### src/dp_host_pkg.sv
/*
    Host bus definitions
    Wishbone address and data types
    Wishbone request and response structs
    Register map and write word bit positions
*/

package dp_host_pkg;

    // Word address and data
    typedef logic [3:0]  wb_adr_t;
    typedef logic [31:0] wb_dat_t;

    // Sent message counter, wraps at 2^16
    typedef logic [15:0] msg_cnt_t;

    // Master to slave
    typedef struct packed {
        logic    cyc;
        logic    stb;
        logic    we;
        wb_adr_t adr;
        wb_dat_t dat;
    } wb_req_t;

    // Slave to master
    typedef struct packed {
        logic    ack;
        wb_dat_t dat;
    } wb_rsp_t;

    // Register addresses
    localparam wb_adr_t reg_msg_wr  = 4'd0;
    localparam wb_adr_t reg_msg_cnt = 4'd1;

    // Flags inside a message word write
    localparam int wr_som_bit = 16;
    localparam int wr_eom_bit = 17;

endpackage

### src/dp_msg_pkg.sv
/*
    Message ring definitions
    Ring word, egress index and node identifier types
    Ring beat and egress beat structs
    Header field positions
*/

package dp_msg_pkg;

    // Header word layout
    localparam int hdr_put_bit  = 15;
    localparam int hdr_id_lsb   = 8;
    localparam int hdr_id_width = 7;

    // Ring data word
    typedef logic [15:0] msg_word_t;

    // Running index of egressed words
    typedef logic [5:0] msg_idx_t;

    // Node identifier as carried in the header
    typedef logic [hdr_id_width-1:0] msg_id_t;

    // One ring beat
    typedef struct packed {
        logic      som;
        logic      eom;
        msg_word_t dat;
        logic      vld;
    } msg_t;

    // One egress beat
    typedef struct packed {
        msg_idx_t  idx;
        logic      first;
        logic      last;
        msg_word_t dat;
        logic      vld;
    } egr_t;

endpackage

### src/dp_msg_slv_egr.sv
/*
    Message ring slave egress stage
    Forwards the ring with one cycle delay
    Decodes put headers for this node and egresses the words that follow
*/

`timescale 1ns/1ps

module dp_msg_slv_egr
#(
    parameter dp_msg_pkg::msg_id_t node_id   = '0,
    parameter int unsigned         idx_width = $bits(dp_msg_pkg::msg_idx_t)
)
(
    input  logic               CLK_IN,
    input  logic               RST_IN,
    input  dp_msg_pkg::msg_t   msg_in,
    output dp_msg_pkg::msg_t   msg_out,
    output dp_msg_pkg::egr_t   egr
);

    import dp_msg_pkg::*;

    // Registered ring beat
    logic                 som_q;
    logic                 eom_q;
    logic                 vld_q;
    msg_word_t            dat_q;

    // Message for this node in progress
    logic                 act_q;
    logic [idx_width-1:0] idx_q;

    // Header decode on the registered beat
    logic                 hdr_hit;
    logic                 egr_vld;

    // Ring flags
    always_ff @(posedge CLK_IN or posedge RST_IN)
    begin
        if (RST_IN)
        begin
            som_q <= 1'b0;
            eom_q <= 1'b0;
            vld_q <= 1'b0;
        end
        else
        begin
            som_q <= msg_in.som;
            eom_q <= msg_in.eom;
            vld_q <= msg_in.vld;
        end
    end

    // Ring data
    always_ff @(posedge CLK_IN)
    begin
        dat_q <= msg_in.dat;
    end

    // Start of message, put bit set, our identifier
    assign hdr_hit = vld_q && som_q && dat_q[hdr_put_bit]
                     && (dat_q[hdr_id_lsb +: hdr_id_width] == node_id);

    // Active flag
    // Header beat itself sees act low, so it is never egressed
    always_ff @(posedge CLK_IN or posedge RST_IN)
    begin
        if (RST_IN)
        begin
            act_q <= 1'b0;
        end
        else if (vld_q && eom_q)
        begin
            // End of any message closes it
            act_q <= 1'b0;
        end
        else if (hdr_hit)
        begin
            act_q <= 1'b1;
        end
    end

    // Every valid beat while active is egressed
    assign egr_vld = act_q && vld_q;

    // Word index
    always_ff @(posedge CLK_IN or posedge RST_IN)
    begin
        if (RST_IN)
        begin
            idx_q <= '0;
        end
        else if (!act_q)
        begin
            // Idle, ready for next message
            idx_q <= '0;
        end
        else if (egr_vld)
        begin
            idx_q <= idx_q + 1'b1;
        end
    end

    // Ring forward
    assign msg_out.som = som_q;
    assign msg_out.eom = eom_q;
    assign msg_out.dat = dat_q;
    assign msg_out.vld = vld_q;

    // Egress beat, aligned with the forwarded beat
    assign egr.idx   = msg_idx_t'(idx_q);
    assign egr.first = egr_vld && (idx_q == '0);
    assign egr.last  = egr_vld && eom_q;
    assign egr.dat   = dat_q;
    assign egr.vld   = egr_vld;

endmodule

### src/dp_msg_src.sv
/*
    Message ring source
    Wishbone classic slave with single-cycle ack
    Host writes become ring beats, eom beats are counted
*/

`timescale 1ns/1ps

module dp_msg_src
(
    input  logic                 CLK_IN,
    input  logic                 RST_IN,
    input  dp_host_pkg::wb_req_t wb_req,
    output dp_host_pkg::wb_rsp_t wb_rsp,
    output dp_msg_pkg::msg_t     msg
);

    import dp_host_pkg::*;
    import dp_msg_pkg::*;

    // New cycle seen, not yet acked
    logic      req_go;
    // Write to the message register
    logic      wr_msg;
    logic      ack_q;
    wb_dat_t   rd_dat_q;
    msg_cnt_t  cnt_q;

    // Ring beat registers
    logic      som_q;
    logic      eom_q;
    logic      vld_q;
    msg_word_t dat_q;

    // Ack drops the request for one cycle so a held cycle acks once
    assign req_go = wb_req.cyc && wb_req.stb && !ack_q;

    assign wr_msg = req_go && wb_req.we && (wb_req.adr == reg_msg_wr);

    // Ack pulse
    always_ff @(posedge CLK_IN or posedge RST_IN)
    begin
        if (RST_IN)
        begin
            ack_q <= 1'b0;
        end
        else
        begin
            ack_q <= req_go;
        end
    end

    // Read data, zero for anything but the counter
    always_ff @(posedge CLK_IN)
    begin
        if (req_go && !wb_req.we && (wb_req.adr == reg_msg_cnt))
        begin
            rd_dat_q <= wb_dat_t'(cnt_q);
        end
        else
        begin
            rd_dat_q <= '0;
        end
    end

    // Beat flags, one valid cycle per write
    always_ff @(posedge CLK_IN or posedge RST_IN)
    begin
        if (RST_IN)
        begin
            som_q <= 1'b0;
            eom_q <= 1'b0;
            vld_q <= 1'b0;
        end
        else
        begin
            vld_q <= wr_msg;
            som_q <= wr_msg && wb_req.dat[wr_som_bit];
            eom_q <= wr_msg && wb_req.dat[wr_eom_bit];
        end
    end

    // Beat payload from the low half of the write
    always_ff @(posedge CLK_IN)
    begin
        if (wr_msg)
        begin
            dat_q <= wb_req.dat[$bits(msg_word_t)-1:0];
        end
    end

    // Sent messages, updated together with the beat
    always_ff @(posedge CLK_IN or posedge RST_IN)
    begin
        if (RST_IN)
        begin
            cnt_q <= '0;
        end
        else if (wr_msg && wb_req.dat[wr_eom_bit])
        begin
            cnt_q <= cnt_q + 1'b1;
        end
    end

    // Host response
    assign wb_rsp.ack = ack_q;
    assign wb_rsp.dat = rd_dat_q;

    // Ring output
    assign msg.som = som_q;
    assign msg.eom = eom_q;
    assign msg.dat = dat_q;
    assign msg.vld = vld_q;

endmodule

### src/dp_msg_sys_top.sv
/*
    Message ring subsystem top
    Wishbone host source followed by two egress stages
*/

`timescale 1ns/1ps

module dp_msg_sys_top
#(
    parameter dp_msg_pkg::msg_id_t node_id_a = 7'd3,
    parameter dp_msg_pkg::msg_id_t node_id_b = 7'd5,
    parameter int unsigned         idx_width = $bits(dp_msg_pkg::msg_idx_t)
)
(
    input  logic                 CLK_IN,
    input  logic                 RST_IN,
    input  dp_host_pkg::wb_req_t wb_req,
    output dp_host_pkg::wb_rsp_t wb_rsp,
    output dp_msg_pkg::msg_t     msg_out,
    output dp_msg_pkg::egr_t     egr_a,
    output dp_msg_pkg::egr_t     egr_b
);

    import dp_msg_pkg::*;

    // Source to stage a
    msg_t msg_src;
    // Stage a to stage b
    msg_t msg_a;

    // Host port and ring head
    dp_msg_src src_i
    (
        .CLK_IN (CLK_IN),
        .RST_IN (RST_IN),
        .wb_req (wb_req),
        .wb_rsp (wb_rsp),
        .msg    (msg_src)
    );

    // First egress, one cycle after the source
    dp_msg_slv_egr
    #(
        .node_id   (node_id_a),
        .idx_width (idx_width)
    )
    egr_a_i
    (
        .CLK_IN  (CLK_IN),
        .RST_IN  (RST_IN),
        .msg_in  (msg_src),
        .msg_out (msg_a),
        .egr     (egr_a)
    );

    // Second egress, ring tail
    dp_msg_slv_egr
    #(
        .node_id   (node_id_b),
        .idx_width (idx_width)
    )
    egr_b_i
    (
        .CLK_IN  (CLK_IN),
        .RST_IN  (RST_IN),
        .msg_in  (msg_a),
        .msg_out (msg_out),
        .egr     (egr_b)
    );

endmodule

### config.mk
export PLATFORM = sky130hd
export DESIGN_NAME = dp_msg_sys_top
export DESIGN_NICKNAME = d
export VERILOG_FILES = /design/src/dp_host_pkg.sv /design/src/dp_msg_pkg.sv /design/src/dp_msg_slv_egr.sv /design/src/dp_msg_src.sv /design/src/dp_msg_sys_top.sv
export SDC_FILE = /design/constraint.sdc
export NUM_CORES = 1
export LEC_CHECK = 0
export ABC_AREA = 1
export BUFFER_PORTS_ARGS = -buffer_cell sky130_fd_sc_hd__buf_2
export CORE_MARGIN = 5
export CORE_UTILIZATION = 50
export DETAILED_ROUTE_END_ITERATION = 16
export PLACE_DENSITY = 0.88
export SYNTH_ARGS = -nofsm -noshare
export SYNTH_HDL_FRONTEND = slang
export SYNTH_HIERARCHICAL = 1
export SYNTH_SLANG_ARGS = --single-unit
### constraint.sdc
create_clock -name CLK_IN -period 2.4 [get_ports CLK_IN]
set_input_delay 0.36 -clock CLK_IN [delete_from_list [all_inputs] [get_ports CLK_IN]]
set_output_delay 0.36 -clock CLK_IN [all_outputs]
set_load 0.1 [all_outputs]
# [After elaboration in Yosys (flattened, before gate mapping)]
# Cells that the tools add are included.
[word_totals] register_bits=120 inputBits=41 out_inout_bits=102 word_cells=65
[op_classes] n_addsub=3 eq_ne=5 n_mux=8 n_reduce_logical=29
[ops] cell="6-bit 2-to-1 mux" n=4
[ops] cell="1-bit logical AND" n=22
[ops] cell="16-bit by 1-bit adder with 16-bit output (second input constant)" n=1
[ops] cell="6-bit by 1-bit adder with 6-bit output (second input constant)" n=2
[ops] cell="6-bit zero test" n=2
[ops] cell="7-bit by 2-bit == test with 1-bit output (second input constant)" n=1
[ops] cell="7-bit by 3-bit == test with 1-bit output (second input constant)" n=1
[ops] cell="4-bit by 1-bit == test with 1-bit output (second input constant)" n=1
[ops] cell="4-bit zero test" n=1
[ops] cell="1-bit 2-to-1 mux" n=4
[ops] cell="2-bit != test (second input constant)" n=2
[ops] cell="2-bit nonzero test" n=2
[ops] cell="1-bit zero test" n=2

# [Longest topological paths before layout]
# Gate-level depths: netlist of the first run.
[depth] word_depth=5 mapped_depth=8 mapped_depth_nobuf=8

# [Modules after synthesis]
# Netlist of the first run, hierarchy kept.
[by_module_without_submodules] mod="dp_msg_src" instances=1 cells_each=234 area_each_um2=2177.1 seq_area_each_um2=1301.2
[by_module_without_submodules] mod="dp_msg_slv_egr at egr_b_i" instances=1 cells_each=97 area_each_um2=965.9 seq_area_each_um2=570.5
[by_module_without_submodules] mod="dp_msg_slv_egr at egr_a_i" instances=1 cells_each=95 area_each_um2=959.7 seq_area_each_um2=570.5

# [Worst setup path before layout of the first run]
# No wires, ideal clock.
[synth_timing] kind="register to output" from="register egr_a_i.idx_q[0]" to="output port egr_a[18] (netlist bit)" arrival_time_ns=3.987 required_ns=2.040 slack_ns=-1.947 path_stages_with_launch=5 path_buffers=0 path_cell_list="dfrtp_1 -> inv_1 -> ha_1 -> nand3_1 -> nor4_1"
[synth_lines] element="from (decl)" line="dp_msg_slv_egr.sv:32" source="logic [idx_width-1:0] idx_q;"
[synth_lines] element="from (signal assigned)" line="dp_msg_slv_egr.sv:101" source="idx_q <= idx_q + 1'b1;"
[synth_lines] element="to (decl)" line="dp_msg_sys_top.sv:20" source="output dp_msg_pkg::egr_t egr_a,"

==> metrics, run 1 <==
status=finished, final reports clean; Setup TNS=0 ns; Leakage Power=0.00228 uW; WL/cell=13.0 microns; routed wire length=8.02 mm; CP max FO=4; Total GRT Usage=16.2%; # diodes=0; Hold Path Sink=src_i/dat_q[2]; maximum VDD drop=453 uV; share of layout cells above drive strength 1=30.8%; hpwl dp=a little over 6 mm; Post-synth EDFFs=16; f_max=442 MHz; first-pass GRT wire length=13.1 mm; Avg Inst Size Synth=just under 10 sq um; Max Slew Vio Count=0; starting DRC count in detailed routing=72; Crit path buffers/inverters=2; unrepaired setup endpoints after global routing=false; met2 WL post-DR=~4.2 mm; ys flop type=dfxtp_1; Synth top area share=about 24%; worst-path cell chain=inv_1, ha_1, nand3_1, nor4_4, buf_2; PwrDens=667 nW/um^2; via count=2847; FFs w/ async S/R, synth=38.5%; CP top delay family=buffers and inverters; slowest stage delay, CP=0.51 ns; vias per cell=4.63; worst slack, placed=between 0.5 and 0.6 ns; Max-Cap Viols=0; Final setup viols=0; commonest non-fill, non-tap cell in the layout=buf_2; Final WS setup=roughly 0.14 ns; Final Wtd Congestion=0.886; row count=33; register area share after synthesis=59.5%; nets=551; dpl cells=598; vias in the first global route=between 2000 and 3000; ranking of synthesized cells by area=dfrtp_1 24%, dfxtp_1 23%, edfxtp_1 12%; initial antenna violation count=0; Clock Skews=0.0153 ns; CP arrival=about 1.9 ns; First-pass DRT Iterations=4; Worst Max-Slew Pin Slew=0.803 ns; largest area contributor in the netlist=dfrtp_1; Max-slew headroom=46.4%; # DRC=0; Finished Layout Cells=615; r2r setup slk=between 0.7 and 0.8 ns; Root Driver=clkbuf_8; CP Capture Type=primary output; pin count of the biggest net entering global routing=28; Clock transition at path regs=0.11 ns; worst r2r src=src_i/ack_q; Die W=101 microns; slowest CP cell=dfrtp_4; total CTS buffers=9; Levels on crit path=5; CTS tree=built; die area=10100 sq um; Initial Util=50.7%; WL met1=3.07 mm; most frequent cells in the layout=112 x buf_2, 84 x nand2_1, 54 x nor2_1; Netlist Area Pre-Place=4100 sq um; Detail Route Antenna Nets=0; Skew-Pair Late Insertion Delay=0.36 ns; port bufs=roughly 110; worst flop-to-flop path endpoint=src_i/cnt_q[0]; CTS max path bufs=2; Hold Startpoint=wb_req[2]; top sig layer=met4; num ports=around 140; WHS=0.170 ns; # clock sinks=104; Critical Path Source Type=flop; Fillers=around 700; Final Cycle Share=94.2%; Crit Path Category=reg2out; grt ovf=0; core region area=8090 sq um; H-tree Lvls=3; WP data required=2.04 ns; Worst Hold Class=in2reg; die height=101 microns; Tmin final=2.26 ns; Layout area overhead=13.3%; Yosys cell types=28; hold depth=1; met3 routed wirelength=566 microns; Mapped Cells=426; Syn. warnings=6; Final Hold Violating Endpoints=0; synthesized flop and latch total=104; R2R depth=5
[worst max path at each step]
stage,startpoint,end
after floorplan,egr_a_i/idx_q[3],egr_a[18]
after global placement,egr_a_i/idx_q[0],egr_a[18]
after detailed placement,egr_b_i/idx_q[0],egr_b[18]
after CTS,egr_b_i/idx_q[0],egr_b[18]
after global routing,egr_b_i/idx_q[0],egr_b[18]
final,egr_b_i/idx_q[0],egr_b[18]
[logic make-up after synthesis]
group	Yosys count	synth area share, %
compound gates	24	3.69
buf+inv	113	16.2
simple gates	176	18.3
other cells	1	0.0914
fa+ha+maj	5	1.52
xor+xnor	3	0.641
flops	104	59.5
[state kept, by name, summed over array words and instances (netlist names)]
name            flops
egr_a_i/act_q       1
egr_a_i/dat_q      16
egr_a_i/eom_q       1
egr_a_i/idx_q       6
egr_a_i/som_q       1
egr_a_i/vld_q       1
egr_b_i/act_q       1
egr_b_i/dat_q      16
egr_b_i/eom_q       1
egr_b_i/idx_q       6
egr_b_i/som_q       1
egr_b_i/vld_q       1
src_i/ack_q         1
src_i/cnt_q        16
src_i/dat_q        16
src_i/eom_q         1
src_i/rd_dat_q     16
src_i/som_q         1
src_i/vld_q         1
[Yosys cell counts, types with 3 or more instances]
master / n
a21oi_1: 7
buf_4: 60
dfrtp_1: 40
dfxtp_1: 48
edfxtp_1: 16
ha_1: 5
inv_1: 50
nand2_1: 84
nand2_2: 3
nand3_1: 20
nand4_1: 3
nor2_1: 54
nor3_1: 3
o21ai_0: 5
o21ai_1: 3
o21ai_2: 5
xor2_1: 3
[per-stage QoR]
step                      total power, uW  instance area, sq um  util (%)
after floorplan                      2080                  4210         -
after global placement               2100                  4450      54.9
after detailed placement             2110                  4450      54.9
after CTS                            3150                  4650      57.5
after global routing                 3250                  4650      57.5
final                                3100                  4650      57.5
[timing repair]
action                                  CTS  global route
endpoints found under the setup margin    0             0
setup buffers                             0             0
gates resized for setup                   0             0
hold buffers                              1             0
endpoints found under the hold margin    12             0
[metal layers]
layer	vias up	global-route usage [%]
met5	-	0
met2	102	29.5
li1	1397	-
met4	0	4.25
met1	1337	18.6
met3	11	4.43
[power breakdown]
part / internal [uW] / switching [uW] / total, uW
clock network: 407 / 628 / 1030
logic: 44.1 / 211 / 256
registers: 1800 / 17.5 / 1810
total: 2250 / 857 / 3100
[final cells by class]
| cell class | instances | area [sq um] | area share (%) |
|---|---|---|---|
| Inverter | 50 | 188 | 4.04 |
| Clock inverter | 7 | 68.8 | 1.48 |
| Multi-Input combinational cell | 224 | 1080 | 23.3 |
| Tap cell | 105 | 131 | 2.83 |
| Timing Repair Buffer | 116 | 593 | 12.8 |
| Clock buffer | 9 | 124 | 2.66 |
| Sequential cell | 104 | 2460 | 53.0 |
Power figures use the tool's default switching activity.
==> run 2: changes to the inputs <==
CORE_UTILIZATION = 48   (was 50)
PLACE_DENSITY = 0.86   (was 0.88)
SYNTH_HIERARCHICAL = not set   (was 1)
==> metrics, run 2 <==
CTS max path bufs=2 (unchanged); vias in the first global route=2668 (-7.4%); Final Wtd Congestion=0.872 (-1.6%); First-pass DRT Iterations=4 (unchanged); Crit Path Category=reg2out; Detail Route Antenna Nets=0 (unchanged); initial antenna violation count=0 (unchanged); Skew-Pair Late Insertion Delay=0.37 ns (about the same); Initial Util=49.1% (-1.6 points); Synth top area share=26.4% (+2.0 points); Final Cell Area=4500 sq um (-3.2%); commonest cells in the netlist=73 x nand2_1, 48 x dfxtp_1, 48 x nor2_1; port bufs=112 (unchanged); Worst Hold Class=in2async; Avg Inst Size Synth=10.2 sq um (+5.7%); Final Cycle Share=90.9% (-3.3 points); WP data required=2.04 ns (about the same); Setup TNS=0 ns (unchanged); Max-slew headroom=65.8% (+19 points); Crit path buffers/inverters=2 (unchanged); synthesized flop and latch total=104 (unchanged); maximum VDD drop=423 uV (-6.7%); grt ovf=0 (unchanged); starting DRC count in detailed routing=47 (-35%); Tmin final=2.18 ns (-0.0794 ns); slowest CP cell=buf_2; Leakage Power=0.00221 uW (-3.2%); # DRC=0 (unchanged); share of layout cells above drive strength 1=31.0% (+0.26 points); Die W=98.9 microns (-1.6%); Clock transition at path regs=0.10 ns (about the same); unrepaired setup endpoints after global routing=false; Total GRT Usage=15.3% (-0.92 points); commonest non-fill, non-tap cell in the layout=buf_2; Hold Buf Count CTS=0 (-1); Final Hold Violating Endpoints=0 (unchanged); vias per cell=4.60 (-0.57%); total CTS buffers=9 (unchanged); # diodes=0 (unchanged); Netlist Area Pre-Place=3800 sq um (-7.4%); num ports=143 (unchanged); Mapped Cells=373 (-12%); Post-CTS Setup Repair Bufs=0 (unchanged); most frequent cells in the layout=112 x buf_2, 73 x nand2_1, 48 x nor2_1, 48 x dfxtp_1, 40 x inv_1; FFs w/ async S/R, synth=38.5% (unchanged); r2r setup slk=0.92 ns (+0.18 ns); row count=32 (-3.0%); count leader, synth=nand2_1; Root Driver=clkbuf_8; CP arrival=1.82 ns (-0.08 ns); core region area=7730 sq um (-4.5%); R2R depth=6 (+1); Critical Path Source Type=flop; Clock Skews=0.0115 ns (-0.00385 ns); ranking of synthesized cells by area=dfrtp_1 26%, dfxtp_1 25%, edfxtp_1 13%; Final setup viols=0 (unchanged); Post-synth EDFFs=16 (unchanged); CTS resizes=0 (unchanged); register area share after synthesis=64.3% (+4.8 points); Fillers=663 (-6.6%); PwrDens=684 nW/um^2 (+2.5%); slowest stage delay, CP=0.46 ns (-0.05 ns); CP Capture Type=primary output; worst r2r src=src_i.ack_q; ys flop type=dfxtp_1; H-tree Lvls=3 (unchanged); CP max FO=5 (+1); via count=2679 (-5.9%); nets=521 (-5.4%); Finished Layout Cells=582 (-5.4%); Worst Max-Slew Pin Slew=0.513 ns (-0.289 ns); die height=98.9 microns (-1.6%); Max-Cap Viols=0 (unchanged); worst-path cell chain=inv_1, ha_1, nand2_1, nor4_4, buf_2; CP top delay family=buffers and inverters; largest area contributor in the netlist=dfrtp_1; status=finished, final reports clean; WL/cell=12.7 microns (-2.7%); pin count of the biggest net entering global routing=41 (+46%); die area=9790 sq um (-3.2%); dpl cells=566 (-5.4%); f_max=458 MHz (+3.6%); Post-Place Cell Area=4310 sq um (-3.1%); Max Slew Vio Count=0 (unchanged); Syn. warnings=0 (-6); CTS tree=built; Yosys cell types=26 (-7.1%); first-pass GRT wire length=12.1 mm (-7.6%); Layout area overhead=18.6%; routed wire length=7.39 mm (-7.9%); hpwl dp=5.66 mm (-9.1%); worst flop-to-flop path endpoint=src_i.cnt_q[0]; # clock sinks=104 (unchanged)
## run 2: changes by cell type in the layout (fill, tap and decap cells not counted), sizes merged, moves of 3 or more
cell   change
o21ai      -4
xor2       +3
nand2     -13
nor2       -8
inv        -9
nand4      +3
nand3      -4
## run 2: how the worst max path moves through the flow
stage | from | to | slack, ns | cells after the start
finish | egr_b_i.idx_q[0] | egr_b[18] | 0.22 | 5
global route | egr_b_i.idx_q[0] | egr_b[18] | 0.07 | 5
CTS | egr_a_i.idx_q[0] | egr_a[18] | 0.17 | 5
detailed placement | egr_a_i.idx_q[0] | egr_a[18] | 0.60 | 5
global placement | egr_a_i.idx_q[0] | egr_a[18] | 0.66 | 5
floorplan | egr_a_i.idx_q[0] | egr_a[18] | 0.03 | 4
## run 2: stage by stage
step,hold slack [ns],power [uW],util (%),worst slack [ns]
2_1_floorplan,0.323,2050,-,0.0260
3_3_place_gp,0.324,2070,55.7,0.661
3_5_place_dp,0.327,2070,55.7,0.599
4_1_cts,0.120,3110,58.3,0.175
5_1_grt,0.131,3190,58.3,0.0709
6_report,0.109,3080,58.3,0.218
## run 2: report_power, final
group          total (uW)  internal, uW  switching (uW)
combinational         227          35.3             192
sequential           1800          1790            12.2
clock                1050           411             639
## run 2: worst register-to-register path: cells and delay by family, from the launching register on
family / cells / cell delay, ns
xor gates and xnor gates: 1 / 0.18
buffers and inverters: 2 / 0.26
DFF: 1 / 0.40
and+or+nand+nor: 3 / 0.52
## run 2: routing by layer
| metal | GRT usage, % | wire length (microns) | vias up |
|---|---|---|---|
| li1 | - | - | 1321 |
| met1 | 17.4 | 2930 | 1257 |
| met2 | 27.5 | 3800 | 90 |
| met3 | 3.54 | 536 | 11 |
| met4 | 6.20 | 121 | 0 |
| met5 | 0 | 0 | - |
## run 2: area by class of cell
cell class / instances / area (sq um) / area share, %
clock inverter: 7 / 70.1 / 1.56
tap: 102 / 128 / 2.83
sequential: 104 / 2450 / 54.5
clock buffer: 9 / 124 / 2.75
multi-input combinational: 203 / 980 / 21.8
inverter: 40 / 150 / 3.34
timing repair buffer: 117 / 598 / 13.3
## run 2: logic make-up (layout without fill, tap and decap cells)
| kind of cell | count (synthesis) | count (layout) | synth area share, % |
|---|---|---|---|
| flops | 104 | 104 | 64.3 |
| other cells | 1 | 16 | 0.0988 |
| fa+ha+maj | 5 | 5 | 1.65 |
| buf+inv | 81 | 173 | 12.2 |
| xor+xnor | 6 | 6 | 1.38 |
| simple gates | 157 | 157 | 17.8 |
| compound gates | 19 | 19 | 2.64 |
